File: config.mk
export PLATFORM = sky130hd
export DESIGN_NAME = ifc_fetch_top
export DESIGN_NICKNAME = d
export VERILOG_FILES = /design/src/hdl/ifc_pkg.sv /design/src/hdl/ifc_fetch_fsm.sv /design/src/hdl/ifc_addr_sel.sv /design/src/hdl/ifc_req_pipe.sv /design/src/hdl/ifc_fb_credit.sv /design/src/hdl/ifc_mem_attr.sv /design/src/hdl/ifc_fetch_top.sv
export SDC_FILE = /design/constraint.sdc
export NUM_CORES = 1
export LEC_CHECK = 0
export BUFFER_PORTS_ARGS = -buffer_cell sky130_fd_sc_hd__buf_4
export CAP_MARGIN = 10
export CORE_ASPECT_RATIO = 1.25
export CORE_MARGIN = 2
export CORE_UTILIZATION = 38
export CTS_CLUSTER_SIZE = 12
export DETAILED_ROUTE_END_ITERATION = 8
export GPL_TIMING_DRIVEN = 0
export PLACE_DENSITY = 0.72
export SYNTH_ARGS = -nofsm -noshare
export SYNTH_HDL_FRONTEND = slang
export SYNTH_HIERARCHICAL = 1
export SYNTH_SLANG_ARGS = --single-unit
export TNS_END_PERCENT = 20
File: constraint.sdc
create_clock -name clk -period 14.3 [get_ports clk]
set_input_delay 4.29 -clock clk [delete_from_list [all_inputs] [get_ports clk]]
set_output_delay 4.29 -clock clk [all_outputs]
set_load 0.01 [all_outputs]
File: src/hdl/ifc_pkg.sv
// Shared sizes and types of the fetch controller, imported by every fetch block
`default_nettype none

package ifc_pkg;

   // ******************************************************************
   // Sizes
   // ******************************************************************
   localparam int PC_W              = 31;             // Halfword address, bits 31:1
   localparam int LINE_BIT          = 6;              // 64-byte icache lines
   localparam int FB_SLOTS          = 5;
   localparam int FB_CREDITS        = FB_SLOTS - 1;
   localparam logic [31:0] ICCM_SADR = 32'hEE00_0000;
   localparam int ICCM_SIZE_KB      = 64;
   localparam int REGION_W          = 4;              // Top address bits select the region

   // ******************************************************************
   // Fetch address, decoded two ways
   // ******************************************************************
   typedef struct packed {
      logic [REGION_W-1:0]      region;
      logic [PC_W-REGION_W-1:0] offset;
   } region_view_t;

   typedef struct packed {
      logic [PC_W-3:0] line;    // Bits 31:3
      logic [1:0]      word;    // Bits 2:1
   } line_view_t;

   typedef union packed {
      logic [PC_W-1:0] raw;
      region_view_t    region_view;
      line_view_t      line_view;
   } fetch_addr_u;

   // ******************************************************************
   // Grouped control signals
   // ******************************************************************
   typedef struct packed {
      logic        flush;
      logic        noredir;   // Halt, no refetch after the flush
      fetch_addr_u path;
   } flush_t;

   typedef struct packed {
      logic ic_dma_active;
      logic ic_write_stall;
      logic dma_iccm_stall;
   } stall_t;

   typedef struct packed {
      logic consume1;
      logic consume2;
   } fb_credit_t;

   typedef struct packed {
      logic iccm_access;
      logic region_fault;
      logic uncacheable;
   } f1_attr_t;

   typedef enum logic [1:0] {
      idle  = 2'b00,
      fetch = 2'b01,
      stall = 2'b10,
      wfm   = 2'b11
   } fetch_state_e;

endpackage

`default_nettype wire

File: src/hdl/ifc_fetch_fsm.sv
// Fetch state machine, tracks idle, fetch, stall and wait-for-miss for the address path
`timescale 1ns/1ps
`default_nettype none

module ifc_fetch_fsm
   import ifc_pkg::*;
(
   input  logic   clk,
   input  logic   rst,
   input  flush_t flush_in,
   input  logic   miss_f2,
   input  logic   miss_a,
   input  logic   dma_stall,
   input  logic   ic_mb_empty,
   output logic   fetch_ns,
   output logic   is_wfm,
   output logic   is_idle
);

   fetch_state_e state, next_state;
   logic         goto_idle, leave_idle, mb_empty_mod;

   assign goto_idle  = flush_in.flush & flush_in.noredir;    // Halt
   assign leave_idle = flush_in.flush & ~flush_in.noredir;

   // Miss buffer drained and nothing left in flight
   assign mb_empty_mod = (ic_mb_empty | flush_in.flush) & ~dma_stall & ~miss_f2 & ~miss_a;

   always_comb begin
      next_state = state;
      if (goto_idle) begin
         next_state = idle;
      end else begin
         unique case (state)
            idle:  next_state = leave_idle ? fetch : idle;
            fetch: next_state = miss_f2 ? wfm : fetch;
            stall: next_state = mb_empty_mod ? idle : stall;
            wfm:   next_state = mb_empty_mod ? fetch : wfm;
            default: next_state = idle;
         endcase
      end
   end

   always_ff @(posedge clk) begin
      if (rst) begin
         state <= idle;
      end else begin
         state <= next_state;
      end
   end

   assign fetch_ns = (next_state == fetch);
   assign is_wfm   = (state == wfm);
   assign is_idle  = (state == idle);

   // Only execute can wake the fetch unit up
   a_idle_needs_flush: assert property (@(posedge clk) disable iff (rst)
      (state == idle && !flush_in.flush) |=> (state == idle));

endmodule

`default_nettype wire

File: src/hdl/ifc_addr_sel.sv
// Next fetch address mux with the miss replay register and the F1/F2 address registers
`timescale 1ns/1ps
`default_nettype none

module ifc_addr_sel
   import ifc_pkg::*;
(
   input  logic        clk,
   input  logic        rst,
   input  flush_t      flush_in,
   input  logic        bp_kill_next_f2,
   input  fetch_addr_u bp_target_f2,
   input  logic        ic_hit_f2,
   input  logic        fetch_req_f1,     // F1 accepted
   input  logic        fetch_req_f2,
   input  logic        fetch_ns,
   input  logic        is_wfm,
   input  logic        is_idle,
   input  logic        dma_stall,
   input  logic        ic_write_stall,
   output fetch_addr_u fetch_addr_bf,
   output fetch_addr_u fetch_addr_f1,
   output fetch_addr_u fetch_addr_f2,
   output logic        fetch_req_bf
);

   fetch_addr_u     f1_q, miss_addr, miss_addr_ns, next_addr;
   logic [PC_W-3:0] next_line;
   logic            line_wrap, kill_f2, flush;
   logic            sel_flush, sel_miss, sel_btb, sel_last, sel_next;
   logic            miss_sel_f2, miss_sel_f1, miss_en;

   assign flush   = flush_in.flush;
   assign kill_f2 = bp_kill_next_f2 & fetch_req_f2;   // Taken branch in F2

   // ******************************************************************
   // Sequential address, next line with wrap at the cache line
   // ******************************************************************
   assign next_line = fetch_addr_f1.line_view.line + 1'b1;
   assign line_wrap = next_line[LINE_BIT-3] ^ fetch_addr_f1.line_view.line[LINE_BIT-3];
   assign next_addr = {next_line, line_wrap ? 2'b00 : fetch_addr_f1.line_view.word};

   // ******************************************************************
   // Address select
   // ******************************************************************
   // Flush path goes straight to BF only when it cannot be fetched now
   assign sel_flush = flush & (is_wfm | is_idle | dma_stall | ic_write_stall);
   assign sel_btb   = ~sel_flush & kill_f2;
   assign sel_next  = ~sel_flush & fetch_req_f1;
   assign sel_last  = ~sel_flush & ~kill_f2 & ~fetch_req_f1 & fetch_req_f2;
   assign sel_miss  = ~sel_flush & ~kill_f2 & ~fetch_req_f1 & ~fetch_req_f2;

   always_comb begin
      fetch_addr_bf = miss_addr;
      if (sel_flush) begin
         fetch_addr_bf = flush_in.path;
      end else if (sel_btb) begin
         fetch_addr_bf = bp_target_f2;
      end else if (sel_last) begin
         fetch_addr_bf = fetch_addr_f1;
      end else if (sel_next) begin
         fetch_addr_bf = next_addr;
      end
   end

   assign fetch_req_bf = fetch_ns;

   // Miss register, holds whatever has to be refetched later
   assign miss_sel_f2 = ~ic_hit_f2 & fetch_req_f2;
   assign miss_sel_f1 = fetch_req_f2 & ~fetch_req_f1 & ~kill_f2;
   assign miss_en     = flush | miss_sel_f2 | kill_f2 | (fetch_req_f2 & ~fetch_req_f1);

   always_comb begin
      miss_addr_ns = fetch_addr_bf;
      if (sel_flush) begin
         miss_addr_ns = flush_in.path;
      end else if (miss_sel_f2) begin
         miss_addr_ns = fetch_addr_f2;   // Icache miss, replay F2
      end else if (miss_sel_f1) begin
         miss_addr_ns = fetch_addr_f1;   // F1 not accepted
      end
   end

   // ******************************************************************
   // Registers
   // ******************************************************************
   always_ff @(posedge clk) begin
      if (rst) begin
         miss_addr <= '0;
         f1_q      <= '0;
      end else begin
         if (miss_en) begin
            miss_addr <= miss_addr_ns;
         end
         if (fetch_ns) begin
            f1_q <= fetch_addr_bf;
         end
      end
   end

   always_ff @(posedge clk) begin
      if (fetch_req_f1) begin
         fetch_addr_f2 <= fetch_addr_f1;
      end
   end

   // A flush redirects F1 in the same cycle
   assign fetch_addr_f1 = flush ? flush_in.path : f1_q;

   a_sel_onehot: assert property (@(posedge clk) disable iff (rst)
      $onehot({sel_flush, sel_miss, sel_btb, sel_last, sel_next}));

endmodule

`default_nettype wire

File: src/hdl/ifc_req_pipe.sv
// F1 and F2 fetch request pipeline, qualifies F1 and detects the F2 icache miss
`timescale 1ns/1ps
`default_nettype none

module ifc_req_pipe
   import ifc_pkg::*;
(
   input  logic   clk,
   input  logic   rst,
   input  logic   fetch_req_bf,
   input  logic   ic_hit_f2,
   input  flush_t flush_in,
   input  logic   bp_kill_next_f2,
   input  logic   fb_full,
   input  logic   credit_return,
   input  stall_t stall_in,
   output logic   fetch_req_f1,
   output logic   fetch_req_f2,
   output logic   miss_f2,
   output logic   miss_a,
   output logic   dma_stall,
   output logic   dma_iccm_stall_q
);

   logic fetch_req_f1_raw, f1_unqual, f2_raw, f2_ns;
   logic halt, kill_f1, fb_block;

   assign dma_stall = stall_in.ic_dma_active | dma_iccm_stall_q;
   assign halt      = flush_in.flush & flush_in.noredir;
   assign kill_f1   = bp_kill_next_f2 & f2_raw;                      // BTB redirect
   assign fb_block  = fb_full & ~(credit_return | flush_in.flush);   // No credit left

   assign fetch_req_f1_raw = f1_unqual & ~miss_a;

   // ******************************************************************
   // F1 qualification
   // ******************************************************************
   assign fetch_req_f1 = fetch_req_f1_raw &
                         ~kill_f1 &
                         ~fb_block &
                         ~dma_stall &
                         ~stall_in.ic_write_stall &
                         ~halt;

   // Missed fetch kills whatever is behind it
   assign f2_ns        = fetch_req_f1 & ~miss_f2 & ~miss_a;
   assign fetch_req_f2 = f2_raw & ~flush_in.flush;
   assign miss_f2      = fetch_req_f2 & ~ic_hit_f2;

   always_ff @(posedge clk) begin
      if (rst) begin
         f1_unqual        <= 1'b0;
         f2_raw           <= 1'b0;
         miss_a           <= 1'b0;
         dma_iccm_stall_q <= 1'b0;
      end else begin
         f1_unqual        <= fetch_req_bf;
         f2_raw           <= f2_ns;
         miss_a           <= miss_f2;
         dma_iccm_stall_q <= stall_in.dma_iccm_stall;
      end
   end

   a_f2_after_f1: assert property (@(posedge clk) disable iff (rst)
      fetch_req_f2 |-> $past(fetch_req_f1));

endmodule

`default_nettype wire

File: src/hdl/ifc_fb_credit.sv
// Fetch-buffer occupancy as a one-hot write pointer, gives the buffer-full back-pressure
`timescale 1ns/1ps
`default_nettype none

module ifc_fb_credit
   import ifc_pkg::*;
(
   input  logic       clk,
   input  logic       rst,
   input  fb_credit_t credit_in,
   input  flush_t     flush_in,
   input  logic       fetch_req_f1,
   input  logic       miss_f2,
   output logic       fb_full,
   output logic       credit_return
);

   logic [FB_SLOTS-1:0] fb_write, fb_write_ns;
   logic                c1, c2;
   logic                fb_right, fb_right2, fb_right3, fb_left;

   assign c1 = credit_in.consume1 & ~credit_in.consume2;
   assign c2 = credit_in.consume2;

   assign credit_return = credit_in.consume1 | credit_in.consume2;

   // ******************************************************************
   // Pointer moves, a missed F2 gives its slot back
   // ******************************************************************
   assign fb_right  = (~c1 & ~c2 & miss_f2) |
                      (c1 & ~fetch_req_f1 & ~miss_f2) |
                      (c2 & fetch_req_f1 & ~miss_f2);
   assign fb_right2 = (c1 & miss_f2) |
                      (c2 & ~fetch_req_f1 & ~miss_f2);
   assign fb_right3 = c2 & miss_f2;
   assign fb_left   = fetch_req_f1 & ~c1 & ~c2 & ~miss_f2;   // New fetch, no return

   always_comb begin
      fb_write_ns = fb_write;
      if (flush_in.flush) begin
         fb_write_ns = fetch_req_f1 ? FB_SLOTS'(2) : FB_SLOTS'(1);
      end else if (fb_right3) begin
         fb_write_ns = fb_write >> 3;
      end else if (fb_right2) begin
         fb_write_ns = fb_write >> 2;
      end else if (fb_right) begin
         fb_write_ns = fb_write >> 1;
      end else if (fb_left) begin
         fb_write_ns = fb_write << 1;
      end
   end

   always_ff @(posedge clk) begin
      if (rst) begin
         fb_write <= FB_SLOTS'(1);
         fb_full  <= 1'b0;
      end else begin
         fb_write <= fb_write_ns;
         fb_full  <= fb_write_ns[FB_SLOTS-1];   // Top slot reached
      end
   end

   a_ptr_onehot: assert property (@(posedge clk) disable iff (rst) $onehot(fb_write));

endmodule

`default_nettype wire

File: src/hdl/ifc_mem_attr.sv
// F1 memory attributes from the ICCM range and MRAC, plus the DMA grant to the ICCM
`timescale 1ns/1ps
`default_nettype none

module ifc_mem_attr
   import ifc_pkg::*;
(
   input  fetch_addr_u fetch_addr_f1,
   input  logic [31:0] mrac,
   input  logic        fb_full,
   input  logic        credit_return,
   input  logic        is_wfm,
   input  logic        is_idle,
   input  flush_t      flush_in,
   input  logic        dma_iccm_stall_q,
   output f1_attr_t    attr_f1,
   output logic        dma_access_ok
);

   logic [31:0]         byte_addr, iccm_offset;
   logic [REGION_W-1:0] region;
   logic                in_region, in_range;

   assign region    = fetch_addr_f1.region_view.region;
   assign byte_addr = {fetch_addr_f1.raw, 1'b0};

   // Offset wraps for addresses below the base
   assign iccm_offset = byte_addr - ICCM_SADR;
   assign in_range    = iccm_offset < 32'(ICCM_SIZE_KB * 1024);
   assign in_region   = (region == ICCM_SADR[31 -: REGION_W]);

   assign attr_f1.iccm_access  = in_range;
   assign attr_f1.region_fault = in_region & ~in_range;   // ICCM region, past the end
   assign attr_f1.uncacheable  = ~mrac[{region, 1'b0}];   // Cacheable bit per region

   // DMA may use the ICCM when fetch is not about to
   assign dma_access_ok = ((~attr_f1.iccm_access |
                            (fb_full & ~credit_return) |
                            is_wfm |
                            is_idle) & ~flush_in.flush) |
                          dma_iccm_stall_q;

endmodule

`default_nettype wire

File: src/hdl/ifc_fetch_top.sv
// Fetch controller top, connects the FSM, address, request, credit and attribute blocks
`timescale 1ns/1ps
`default_nettype none

module ifc_fetch_top
   import ifc_pkg::*;
(
   input  logic        clk,
   input  logic        rst,
   input  flush_t      flush_in,          // From execute
   input  stall_t      stall_in,          // From icache and DMA
   input  fb_credit_t  credit_in,         // From the aligner
   input  logic        ic_hit_f2,
   input  logic        ic_mb_empty,
   input  logic        bp_kill_next_f2,
   input  fetch_addr_u bp_target_f2,
   input  logic [31:0] mrac,
   output logic        fetch_req_bf,
   output logic        fetch_req_f1,
   output logic        fetch_req_f2,
   output fetch_addr_u fetch_addr_bf,
   output fetch_addr_u fetch_addr_f1,
   output fetch_addr_u fetch_addr_f2,
   output f1_attr_t    attr_f1,
   output logic        dma_access_ok
);

   logic fetch_ns, is_wfm, is_idle;
   logic miss_f2, miss_a, dma_stall, dma_iccm_stall_q;
   logic fb_full, credit_return;

   ifc_fetch_fsm fsm_i (
      .clk         (clk),
      .rst         (rst),
      .flush_in    (flush_in),
      .miss_f2     (miss_f2),
      .miss_a      (miss_a),
      .dma_stall   (dma_stall),
      .ic_mb_empty (ic_mb_empty),
      .fetch_ns    (fetch_ns),
      .is_wfm      (is_wfm),
      .is_idle     (is_idle)
   );

   ifc_addr_sel addr_sel_i (
      .clk             (clk),
      .rst             (rst),
      .flush_in        (flush_in),
      .bp_kill_next_f2 (bp_kill_next_f2),
      .bp_target_f2    (bp_target_f2),
      .ic_hit_f2       (ic_hit_f2),
      .fetch_req_f1    (fetch_req_f1),
      .fetch_req_f2    (fetch_req_f2),
      .fetch_ns        (fetch_ns),
      .is_wfm          (is_wfm),
      .is_idle         (is_idle),
      .dma_stall       (dma_stall),
      .ic_write_stall  (stall_in.ic_write_stall),
      .fetch_addr_bf   (fetch_addr_bf),
      .fetch_addr_f1   (fetch_addr_f1),
      .fetch_addr_f2   (fetch_addr_f2),
      .fetch_req_bf    (fetch_req_bf)
   );

   ifc_req_pipe req_pipe_i (
      .clk              (clk),
      .rst              (rst),
      .fetch_req_bf     (fetch_req_bf),
      .ic_hit_f2        (ic_hit_f2),
      .flush_in         (flush_in),
      .bp_kill_next_f2  (bp_kill_next_f2),
      .fb_full          (fb_full),
      .credit_return    (credit_return),
      .stall_in         (stall_in),
      .fetch_req_f1     (fetch_req_f1),
      .fetch_req_f2     (fetch_req_f2),
      .miss_f2          (miss_f2),
      .miss_a           (miss_a),
      .dma_stall        (dma_stall),
      .dma_iccm_stall_q (dma_iccm_stall_q)
   );

   ifc_fb_credit fb_credit_i (
      .clk           (clk),
      .rst           (rst),
      .credit_in     (credit_in),
      .flush_in      (flush_in),
      .fetch_req_f1  (fetch_req_f1),
      .miss_f2       (miss_f2),
      .fb_full       (fb_full),
      .credit_return (credit_return)
   );

   ifc_mem_attr mem_attr_i (
      .fetch_addr_f1    (fetch_addr_f1),
      .mrac             (mrac),
      .fb_full          (fb_full),
      .credit_return    (credit_return),
      .is_wfm           (is_wfm),
      .is_idle          (is_idle),
      .flush_in         (flush_in),
      .dma_iccm_stall_q (dma_iccm_stall_q),
      .attr_f1          (attr_f1),
      .dma_access_ok    (dma_access_ok)
   );

endmodule

`default_nettype wire

==> results of run 1 <==
## power groups by stage
stage	registers [mW]	logic [mW]	clock network (mW)
floorplan	0.337	0.120	0
global placement	0.340	0.220	0
detailed placement	0.340	0.223	0
CTS	0.333	0.224	0.297
global route	0.335	0.241	0.309
finish	0.334	0.231	0.299
## kinds of logic after synthesis
group | Yosys count
adder cells (fa/ha/maj) | 2
multiplexers | 58
XOR/XNOR | 10
flip-flops | 104
AND/OR/NAND/NOR | 321
buffers and inverters | 99
AO/OA/AOI/OAI | 296
## worst max path at each step
| stage | slack, ns | cells after the start | from | end |
|---|---|---|---|---|
| final | 1.45 | 12 | stall_in[2] | fetch_addr_bf[28] |
| after floorplan | 0.63 | 9 | stall_in[2] | fetch_addr_bf[9] |
| after global routing | 1.36 | 12 | stall_in[2] | fetch_addr_bf[18] |
| after global placement | -2.50 | 11 | stall_in[2] | fetch_addr_bf[9] |
| after detailed placement | 1.57 | 12 | stall_in[2] | fetch_addr_bf[28] |
| after CTS | 1.57 | 12 | stall_in[2] | fetch_addr_bf[28] |
## synthesized netlist by cell type, types with 7 or more instances
| cell type | number | area share [%] |
|---|---|---|
| nor2_1 | 92 | 4.7 |
| nand2_1 | 80 | 4.1 |
| dfxtp_1 | 73 | 20 |
| a21oi_1 | 70 | 4.7 |
| o21ai_0 | 38 | 2.6 |
| mux2i_1 | 37 | 5.0 |
| clkbuf_1 | 34 | 1.7 |
| inv_1 | 32 | 1.6 |
| edfxtp_1 | 31 | 13 |
| nor3_1 | 25 | 1.7 |
| nand3_1 | 24 | 1.6 |
| o22ai_1 | 21 | 1.8 |
| o221ai_1 | 19 | 2.3 |
| a211oi_1 | 15 | 1.5 |
| mux2_2 | 15 | 2.3 |
| a311oi_1 | 13 | 1.5 |
| buf_2 | 13 | 0.88 |
| nand2b_1 | 12 | 1.0 |
| nand4_1 | 12 | 1.0 |
| a221oi_1 | 11 | 1.3 |
| o21ai_1 | 11 | 0.75 |
| a31oi_1 | 10 | 0.85 |
| nor4_1 | 10 | 0.85 |
| xnor2_1 | 8 | 0.95 |
| and3_1 | 7 | 0.59 |
| buf_1 | 7 | 0.36 |
| nand3b_1 | 7 | 0.71 |
| or3_1 | 7 | 0.59 |
## sequential cells by signal (all words and copies together), names as in the netlist
register                     cells
req_pipe_i/miss_a                1
fb_credit_i/fb_write             5
addr_sel_i/f1_q                 31
addr_sel_i/miss_addr            31
req_pipe_i/dma_iccm_stall_q      1
req_pipe_i/f2_raw                1
addr_sel_i/fetch_addr_f2        31
req_pipe_i/f1_unqual             1
fsm_i/state                      2
## metal layers
| metal | routed length (um) | up-vias | global-route usage [%] | part of all wire [%] |
|---|---|---|---|---|
| met4 | 2990 | 0 | 23.9 | 8.3 |
| met2 | 15500 | 804 | 51.2 | 43 |
| li1 | - | 3817 | - | - |
| met5 | 0 | - | 0 | 0 |
| met1 | 12600 | 4180 | 41.4 | 35 |
| met3 | 4740 | 228 | 8.51 | 13 |
## worst max-delay path: cells and delay by family
family          cells  cell delay (ns)
simple gates        4             1.50
buf+inv             5             1.46
compound gates      3             1.29
## metrics by stage
stage               TNS (ns)  hold WS [ns]  setup slack (ns)
CTS                        0         0.483              1.57
detailed placement         0         0.472              1.57
global placement      -67.73         0.461             -2.50
floorplan                  0         0.450             0.634
finish                     0         0.485              1.45
global route               0         0.503              1.36
## layout by cell type, fill, tap and decap left out, types with 19 or more instances in the layout
master / instances
o221ai_1: 19
o22ai_1: 21
clkbuf_1: 34
o21ai_0: 38
nor3_1: 25
dfxtp_1: 73
nand3_1: 24
mux2i_1: 37
buf_4: 194
a21oi_1: 70
nor2_1: 92
nand2_1: 80
edfxtp_1: 31
inv_1: 32
## cell type report
class | instances | area share, %
Buffer | 64 | 3.29
Clock buffer | 9 | 2.37
Clock inverter | 7 | 1.26
Inverter | 35 | 1.38
Multi-Input combinational cell | 687 | 48.0
Sequential cell | 104 | 25.1
Tap cell | 236 | 3.10
Timing Repair Buffer | 192 | 15.5
==> out/metrics.cfg, run 1 <==
[status]
status=complete, but fails checks
violations=design-rule violations

[route]
initialDrtViolationCount=1508
antenna_left=0
firstDrtPassIters=9
wire_per_inst_um=26.9
postRouteWirelength_um=35900
viasPerCell=6.77
drc=1
vias=9029

[setup_path]
r2r_start=req_pipe_i/dma_iccm_stall_q$_SDFF_PP0_
rr_endpoint=addr_sel_i/miss_addr[14]$_SDFFE_PP0P_
slowest_stage=nor2_1
endpoint_kind=output port
critPathMaxFanout=14
cp-start-kind=input pin
reg2regPathDepth=11
rrSetupSlack_ns=9.74
critPathRequiredTime_ns=10.01
arrival_ns=8.56
worstPathCellList=buf_4 > or2_1 > a221o_1 > a211oi_4 > clkbuf_1 > inv_1 > nor2_1 > buf_2 > nand2_1 > a21o_1 > and2_1 > buf_4
critPathKind=in2out
worst_path_largest_cell_delay_ns=0.86
cpMostUsedCell=buf_4

[floorplanning]
die_y_um=160
fp.dieW_um=129
initial_core_util_pct=38.3
fp.dieArea_um2=20600
ioPinCount=206
core_area_um2=19300
rows=57

[sta]
fmax_mhz=77.8
hold_viol_final=0
grt_setup_unrepaired=false
fin_worst_skew_ns=0.0188
setup_viol=0
max_slew_margin_pct=24.6
worstMarginPinSlew_ns=1.13
min_period_ns=12.85
period_share_pct=89.9
slew_viol_final=0

[finish]
area_delta_synth_final_pct=28.9
drive_gt1_share_pct=25.5
antennaDiodeCount=0
final_cells=1334
fillers=1900
utilization_pct=49.4
nets=1201
multi_input_area_um2=4570
seq_area_um2=2390
design_area_um2=9520

[pwr]
seqPwrFrac_pct=38.6
p_comb_share_pct=26.7
power.density_nw_per_um2=90.8
p_leak_nw=3.79
sw_frac_of_total_pct=32.1
power_report.internal_total_mw=0.587
clkPwrFrac_pct=34.6
ir_worst_vdd_mv=0.0659
switchingPower_mw=0.277
p_total_mw=0.864

[clock_tree]
htreeDepth=3
clock_latency_ns=0.38
postCtsSetupRepairBufs=0
clockBufferDepth=2
hold_buffers=0
clk_pin_slew_ns=0.07
cts_made_buffers=9
cts_tree=done
cts_root_buf=clkbuf_16
cts_resized=0
cts_sinks=104

[placement]
port_buffers=189
dpl.hpwl_um=25500
place.gp.congestion=1.03
placedInstanceArea_um2=9170
place_inst=1318

[synth]
synth-xor-area-share_pct=1.19
syn_area_um2=7380
synthAdderAreaFrac_pct=0.339
async_flop_share_pct=0
synth_area_per_cell_um2=8.30
synth_warnings=6
synth-seq-cells=104
synthSimpleGateAreaFrac_pct=21.9
synthCells=890
yosysUniqueCellTypes=96
synth_nets=998
synthFlopType=dfxtp_1
yosysSeqAreaShare_pct=32.4
synth_compound_area_share_pct=28.9
muxShareOfSynthArea_pct=9.18
synth_edf_count=31
synth_top_family_by_area=compound AO/OA/AOI/OAI gates

[global_routing]
grt_pass1_wl_um=51800
grt_max_degree=19
antenna_found_initial=0
overflow=0
grtUsageTotal_pct=33.8
grt_pass1_vias=8519

[hold_path]
worstHoldEndpoint=addr_sel_i/f1_q[28]$_SDFFE_PP0P_
holdPathStages=2
hp-start=addr_sel_i/f1_q[28]$_SDFFE_PP0P_
min-delay-path-class=reg2reg

[flow_run]
cap_violations=0

(Power assumes the default switching activity.)
==> inputs of run 2 (changes only) <==
--- a/config.mk
+++ b/config.mk
@@ -9,11 +9,11 @@
 export CAP_MARGIN = 10
 export CORE_ASPECT_RATIO = 1.25
 export CORE_MARGIN = 2
-export CORE_UTILIZATION = 38
+export CORE_UTILIZATION = 54
 export CTS_CLUSTER_SIZE = 12
 export DETAILED_ROUTE_END_ITERATION = 8
 export GPL_TIMING_DRIVEN = 0
-export PLACE_DENSITY = 0.72
+export PLACE_DENSITY_LB_ADDON = 0.15
 export SYNTH_ARGS = -nofsm -noshare
 export SYNTH_HDL_FRONTEND = slang
 export SYNTH_HIERARCHICAL = 1
==> constraint.sdc (replaced) <==
create_clock -name clk -period 14.3 [get_ports clk]
set_input_delay 2.145 -clock clk [delete_from_list [all_inputs] [get_ports clk]]
set_output_delay 2.145 -clock clk [all_outputs]
set_load 0.01 [all_outputs]
==> out/metrics.cfg, run 2 (same netlist as run 1, synthesis figures left out) <==
[placement]
dp_slack_ns=6.20  ; was 1.57 ns
port_buffers=189  ; unchanged
place.gp.congestion=1.08  ; was 1.03
dpl.hpwl_um=24200  ; was 25,500 um

[global_routing]
grt_pass1_vias=8557  ; was 8,519
grt_max_degree=19  ; unchanged
antenna_found_initial=0  ; unchanged
overflow=0  ; unchanged
grtUsageTotal_pct=46.4  ; was 33.8%
grt_pass1_wl_um=50100  ; was 51,800 um

[clock_tree]
htreeDepth=3  ; unchanged
clk_pin_slew_ns=0.07  ; about the same
clockBufferDepth=2  ; unchanged
cts_resized=0  ; unchanged
hold_buffers=0  ; unchanged
cts_sinks=104  ; unchanged
cts_made_buffers=9  ; unchanged
postCtsSetupRepairBufs=0  ; unchanged
cts_root_buf=clkbuf_16  ; unchanged
cts_tree=done  ; unchanged
clock_latency_ns=0.37  ; was 0.38 ns

[sta]
slew_viol_final=0  ; unchanged
setup_viol=0  ; unchanged
max_slew_margin_pct=32.5  ; was 24.6%
setup_tns_ns=0  ; unchanged
worstMarginPinSlew_ns=1.01  ; was 1.13 ns
period_share_pct=58.0  ; was 89.9%
fin_worst_skew_ns=0.00597  ; was 0.0188 ns
setup_ws_ns=6.01  ; was 1.45 ns
grt_setup_unrepaired=false  ; unchanged
min_period_ns=8.29  ; was 12.85 ns
hold_viol_final=0  ; unchanged
fmax_mhz=121  ; was 77.8 MHz

[route]
drc=0  ; was 1
wire_per_inst_um=27.2  ; was 26.9 um
postRouteWirelength_um=34500  ; was 35,900 um
vias=9146  ; was 9,029
viasPerCell=7.20  ; was 6.77
firstDrtPassIters=7  ; was 9
initialDrtViolationCount=1558  ; was 1,508
antenna_left=0  ; unchanged

[setup_path]
critPathMaxFanout=15  ; was 14
rrSetupSlack_ns=9.99  ; was 9.74 ns
reg2regPathDepth=11  ; unchanged
critPathKind=in2out  ; unchanged
r2r_start=req_pipe_i/dma_iccm_stall_q$_SDFF_PP0_  ; unchanged
worst_path_largest_cell_delay_ns=0.62  ; was 0.86 ns
critical_path_buf_inv_count=6  ; was 5
arrival_ns=6.14  ; was 8.56 ns
cp-start-kind=input pin  ; unchanged
cp_top_family=buffers and inverters  ; was simple AND/OR/NAND/NOR gates
critPathRequiredTime_ns=12.15  ; was 10.01 ns
rr_endpoint=addr_sel_i/miss_addr[14]$_SDFFE_PP0P_  ; unchanged
slowest_stage=clkbuf_1  ; was nor2_1
endpoint_kind=output port  ; unchanged
worstPathCellList=buf_4 > buf_6 > or2_2 > nor2_1 > a211oi_4 > buf_16 > nor3b_1 > clkbuf_1 > nand2_1 > clkbuf_1 > nand4_1 > a21oi_1 > o41ai_2 > buf_4  ; was buf_4 > or2_1 > a221o_1 > a211oi_4 > clkbuf_1 > inv_1 > nor2_1 > buf_2 > nand2_1 > a21o_1 > and2_1 > buf_4

[finish]
final_common_cell=buf_4  ; unchanged
final_cell_mix=buf_4, nor2_1, nand2_1  ; unchanged
drive_gt1_share_pct=25.4  ; was 25.5%
nets=1202  ; was 1,201
utilization_pct=70.6  ; was 49.4%
reg_top3=addr_sel_i/f1_q (31), addr_sel_i/fetch_addr_f2 (31), addr_sel_i/miss_addr (31)  ; unchanged
area_delta_synth_final_pct=27.1  ; was 28.9%
fillers=1098  ; was 1,900

[floorplanning]
fp.dieW_um=109  ; was 129 um
initial_core_util_pct=55.6  ; was 38.3%
die_y_um=135  ; was 160 um
rows=47  ; was 57
ioPinCount=206  ; unchanged
fp.dieArea_um2=14600  ; was 20,600 um^2
core_area_um2=13300  ; was 19,300 um^2

[hold_path]
worstHoldEndpoint=addr_sel_i/f1_q[28]$_SDFFE_PP0P_  ; unchanged
holdPathStages=2  ; unchanged
hp-start=addr_sel_i/f1_q[28]$_SDFFE_PP0P_  ; unchanged
min-delay-path-class=reg2reg  ; unchanged

[flow_run]
cap_violations=0  ; unchanged

[pwr]
power.density_nw_per_um2=88.3  ; was 90.8 nW/um^2
p_leak_nw=3.77  ; was 3.79 nW
ir_worst_vdd_mv=0.0556  ; was 0.0659 mV

[status]
status=complete, no violations  ; was complete, but fails checks

run 2: cell type report:
class                      count  area [um^2]  share of cell area [%]
clock inverter                 6         58.8                   0.626
tap                          171          214                    2.28
antenna                        1         2.50                  0.0267
sequential                   104         2390                    25.5
buffer                        64          313                    3.33
timing repair buffer         193         1480                    15.7
clock buffer                  10          239                    2.55
inverter                      35          131                    1.40
multi-input combinational    687         4560                    48.6
run 2: metrics by stage:
| stage | std cells | hold WS (ns) | power, mW | instance area [um^2] |
|---|---|---|---|---|
| 2_1_floorplan | 890 | 0.450 | 0.457 | 7380 |
| 3_3_place_gp | 1250 | 0.470 | 0.556 | 9020 |
| 3_5_place_dp | 1254 | 0.468 | 0.559 | 9090 |
| 4_1_cts | 1270 | 0.480 | 0.814 | 9390 |
| 5_1_grt | 1270 | 0.522 | 0.846 | 9390 |
| 6_report | 1271 | 0.483 | 0.829 | 9390 |
run 2: where the power goes:
| part | internal (mW) | total (mW) | switching [mW] |
|---|---|---|---|
| Clock | 0.140 | 0.265 | 0.125 |
| Sequential | 0.321 | 0.334 | 0.0133 |
| Combinational | 0.0938 | 0.230 | 0.136 |
run 2: worst max path at each step:
stage | from | end | cells past startpoint
after floorplan | stall_in[2] | fetch_addr_bf[9] | 9
after global placement | stall_in[2] | fetch_addr_bf[18] | 13
after detailed placement | credit_in[1] | fetch_addr_bf[11] | 14
after CTS | credit_in[1] | fetch_addr_bf[11] | 14
after global routing | credit_in[1] | fetch_addr_bf[11] | 14
final | credit_in[1] | fetch_addr_bf[11] | 14
run 2: metal layers:
| layer | routed length (um) | track usage (%) | up-vias |
|---|---|---|---|
| li1 | - | - | 3820 |
| met1 | 11900 | 57.0 | 4183 |
| met2 | 14900 | 69.2 | 902 |
| met3 | 5010 | 15.0 | 241 |
| met4 | 2690 | 30.4 | 0 |
| met5 | 0 | 0 | - |
run 2: tightest hold or removal path: cells and delay by family (launching register included):
family          cells  cell delay (ns)
flops               1             0.32
simple gates        1             0.07
compound gates      1             0.06
==> inputs of run 3 (changes only) <==
--- a/config.mk
+++ b/config.mk
@@ -5,6 +5,7 @@
 export SDC_FILE = /design/constraint.sdc
 export NUM_CORES = 1
 export LEC_CHECK = 0
+export ABC_AREA = 1
 export BUFFER_PORTS_ARGS = -buffer_cell sky130_fd_sc_hd__buf_4
 export CAP_MARGIN = 10
 export CORE_ASPECT_RATIO = 1.25
==> constraint.sdc (replaced) <==
create_clock -name clk -period 8.19 [get_ports clk]
set_input_delay 1.2285 -clock clk [delete_from_list [all_inputs] [get_ports clk]]
set_output_delay 1.2285 -clock clk [all_outputs]
set_load 0.01 [all_outputs]
==> out/metrics.cfg, run 3 <==
[synth]
synthAdderAreaFrac_pct=0.324  ; was 0.339%
async_flop_share_pct=0  ; unchanged
synthCells=1285  ; was 890
yosysTopAreaCell=nand2_1  ; was dfxtp_1
synth_edf_count=31  ; unchanged
yosysSeqAreaShare_pct=31.0  ; was 32.4%
synth-xor-area-share_pct=0.113  ; was 1.19%
synth_warnings=6  ; unchanged
synth_most_common_cell=nand2_1  ; was nor2_1
synthSimpleGateAreaFrac_pct=41.3  ; was 21.9%
synth_nets=1393  ; was 998
syn_area_um2=7720  ; was 7380 um^2
yosysUniqueCellTypes=42  ; was 96
muxShareOfSynthArea_pct=0  ; was 9.18%
synth_top_family_by_area=simple AND/OR/NAND/NOR gates  ; was compound AO/OA/AOI/OAI gates
ys_top_cells_by_area=nand2_1, dfxtp_1, edfxtp_1  ; was dfxtp_1, edfxtp_1, mux2i_1
synth_area_per_cell_um2=6.01  ; was 8.30 um^2
synthFlopType=dfxtp_1  ; unchanged
synth_compound_area_share_pct=15.7  ; was 28.9%
synth-seq-cells=104  ; unchanged
netlist.area_leader.share_pct=20.6  ; was 19.8%
ys_top_cells_by_count=nand2_1, nor2_1, inv_1  ; was nor2_1, nand2_1, dfxtp_1

[sta]
hold_viol_final=0  ; unchanged
period_share_pct=65.7
setup_viol=0  ; unchanged
fin_worst_skew_ns=0.00786  ; was 0.00597 ns
setup_tns_ns=0  ; unchanged
max_slew_margin_pct=39.9  ; was 32.5%
min_period_ns=5.38
worstMarginPinSlew_ns=0.901  ; was 1.01 ns
slew_viol_final=0  ; unchanged
grt_setup_unrepaired=false  ; unchanged
fmax_mhz=186

[pwr]
power_report.internal_total_mw=0.946  ; was 0.555 mW
ir_worst_vdd_mv=0.0941  ; was 0.0556 mV
p_leak_nw=4.87  ; was 3.77 nW
switchingPower_mw=0.475  ; was 0.274 mW
power.density_nw_per_um2=147  ; was 88.3 nW/um^2
p_comb_share_pct=28.3  ; was 27.7%
sw_frac_of_total_pct=33.4  ; was 33.1%
seqPwrFrac_pct=40.6  ; was 40.3%
clkPwrFrac_pct=31.2  ; was 31.9%

[flow_run]
cap_violations=0  ; unchanged

[finish]
drive_gt1_share_pct=22.0  ; was 25.4%
reg_top3=addr_sel_i/f1_q (31), addr_sel_i/fetch_addr_f2 (31), addr_sel_i/miss_addr (31)  ; unchanged
seq_area_um2=2390  ; unchanged
utilization_pct=69.7  ; was 70.6%
antennaDiodeCount=0  ; was 1
fillers=1325  ; was 1,098
area_delta_synth_final_pct=25.2  ; was 27.1%
final_common_cell=nand2_1  ; was buf_4
multi_input_area_um2=4440  ; was 4560 um^2
final_cell_mix=nand2_1, buf_4, nor2_1  ; was buf_4, nor2_1, nand2_1
nets=1594  ; was 1,202

[clock_tree]
clockBufferDepth=2  ; unchanged
cts_resized=0  ; unchanged
cts_sinks=104  ; unchanged
cts_made_buffers=9  ; unchanged
postCtsSetupRepairBufs=0  ; unchanged
clock_latency_ns=0.37  ; about the same
hold_buffers=0  ; unchanged
cts_tree=done  ; unchanged
cts_root_buf=clkbuf_16  ; unchanged
htreeDepth=3  ; unchanged
clk_pin_slew_ns=0.07  ; about the same

[setup_path]
worst_path_largest_cell_delay_ns=0.48  ; was 0.62 ns
cp-start-kind=input pin  ; unchanged
endpoint=fetch_addr_bf[15]  ; was fetch_addr_bf[11]
critPathMaxFanout=21  ; was 15
rrSetupSlack_ns=4.95  ; was 9.99 ns
critPathLaunch=credit_in[0]  ; was credit_in[1]
reg2regPathDepth=19  ; was 11
endpoint_kind=output port  ; unchanged
rr_endpoint=addr_sel_i/miss_addr[14]$_SDFFE_PP0P_  ; unchanged
critPathKind=in2out  ; unchanged
critPathRequiredTime_ns=6.96  ; was 12.15 ns
worstPathCellList=buf_4 > inv_2 > nand2_2 > nor2_1 > a21oi_2 > nand2_1 > inv_2 > buf_12 > nor2_1 > nand3_2 > inv_1 > clkbuf_1 > nor2_1 > nand2_1 > inv_1 > o21ai_1 > nand2_1 > buf_4  ; was buf_4 > buf_6 > or2_2 > nor2_1 > a211oi_4 > buf_16 > nor3b_1 > clkbuf_1 > nand2_1 > clkbuf_1 > nand4_1 > a21oi_1 > o41ai_2 > buf_4
r2r_start=req_pipe_i/dma_iccm_stall_q$_SDFF_PP0_  ; unchanged
arrival_ns=4.15  ; was 6.14 ns
slowest_stage=clkbuf_1  ; unchanged

[route]
firstDrtPassIters=6  ; was 7
viasPerCell=5.57  ; was 7.20
postRouteWirelength_um=30100  ; was 34,500 um
initialDrtViolationCount=932  ; was 1,558
vias=9278  ; was 9,146
antenna_left=0  ; unchanged
wire_per_inst_um=18.1  ; was 27.2 um
drc=0  ; unchanged

[floorplanning]
core_area_um2=13900  ; was 13,300 um^2
ioPinCount=206  ; unchanged
die_y_um=138  ; was 135 um
fp.dieArea_um2=15300  ; was 14,600 um^2
fp.dieW_um=111  ; was 109 um
rows=48  ; was 47
initial_core_util_pct=55.7  ; was 55.6%

[global_routing]
antenna_found_initial=0  ; unchanged
grtUsageTotal_pct=38.5  ; was 46.4%
met1_usage_pct=45.0  ; was 57.0%
met2_usage_pct=66.2  ; was 69.2%
grt_pass1_vias=8686  ; was 8,557
grt_max_degree=22  ; was 19
overflow=0  ; unchanged
grt_pass1_wl_um=45300  ; was 50,100 um
busiest_layer=met2  ; unchanged
use_met3_pct=8.23  ; was 15.0%

[placement]
place.gp.congestion=1.05  ; was 1.08
dpl.hpwl_um=22200  ; was 24,200 um
port_buffers=189  ; unchanged

[status]
status=complete, no violations  ; unchanged

[hold_path]
min-delay-path-class=reg2reg  ; unchanged

## run 3: metrics by stage
stage | area (um^2) | hold slack [ns] | cells | total power, mW | worst slack (ns)
6_report | 9670 | 0.473 | 1666 | 1.42 | 2.81
5_1_grt | 9670 | 0.524 | 1666 | 1.47 | 2.69
4_1_cts | 9670 | 0.476 | 1666 | 1.41 | 2.95
3_5_place_dp | 9380 | 0.458 | 1650 | 0.981 | 2.96
3_3_place_gp | 9360 | 0.453 | 1649 | 0.974 | 2.14
2_1_floorplan | 7720 | 0.433 | 1285 | 0.815 | 3.42
## run 3: critical path: cells and delay by family
kind / cells / cell delay, ns
compound gates: 2 / 0.25
buf+inv: 8 / 1.54
simple gates: 8 / 1.13
## run 3: how the worst min path moves through the flow
| stage | slack, ns | end | cells past startpoint | startpoint |
|---|---|---|---|---|
| 4_1_cts | 0.48 | fb_credit_i/fb_write[0]$_SDFFE_PP1P_ | 2 | fb_credit_i/fb_write[0]$_SDFFE_PP1P_ |
| 3_5_place_dp | 0.46 | fb_credit_i/fb_write[0]$_SDFFE_PP1P_ | 2 | fb_credit_i/fb_write[0]$_SDFFE_PP1P_ |
| 5_1_grt | 0.52 | fb_credit_i/fb_write[0]$_SDFFE_PP1P_ | 2 | fb_credit_i/fb_write[0]$_SDFFE_PP1P_ |
| 6_report | 0.47 | fb_credit_i/fb_write[0]$_SDFFE_PP1P_ | 2 | fb_credit_i/fb_write[0]$_SDFFE_PP1P_ |
| 2_1_floorplan | 0.43 | fb_credit_i/fb_write[0]$_SDFFE_PP1P_ | 2 | fb_credit_i/fb_write[0]$_SDFFE_PP1P_ |
| 3_3_place_gp | 0.45 | fb_credit_i/fb_write[0]$_SDFFE_PP1P_ | 2 | fb_credit_i/fb_write[0]$_SDFFE_PP1P_ |
## run 3: per-layer routing
metal / up-vias / part of all wire (%)
met5: - / 0
met1: 4149 / 37
met4: 0 / 5.5
li1: 4440 / -
met3: 121 / 11
met2: 568 / 47
## run 3: final cells by class
| type | instances | share of cell area, % |
|---|---|---|
| Multi-Input combinational cell | 967 | 45.9 |
| Sequential cell | 104 | 24.7 |
| Timing Repair Buffer | 190 | 14.9 |
| Inverter | 152 | 5.93 |
| Buffer | 62 | 3.26 |
| Clock buffer | 14 | 2.85 |
| Tap cell | 175 | 2.26 |
| Clock inverter | 2 | 0.142 |
## run 3: cells by family after synthesis
kind of cell / count (synthesis)
AOI/OAI and AO/OA: 216
xor gates and xnor gates: 1
adders and majority gates: 2
buffers and inverters: 214
DFF: 104
and+or+nand+nor: 748
## run 3: power by group through the flow
stage / Combinational (mW) / Sequential, mW / Clock [mW]
6_report: 0.402 / 0.577 / 0.443
5_1_grt: 0.441 / 0.579 / 0.454
4_1_cts: 0.395 / 0.576 / 0.438
3_5_place_dp: 0.393 / 0.588 / 0
3_3_place_gp: 0.387 / 0.587 / 0
2_1_floorplan: 0.230 / 0.585 / 0
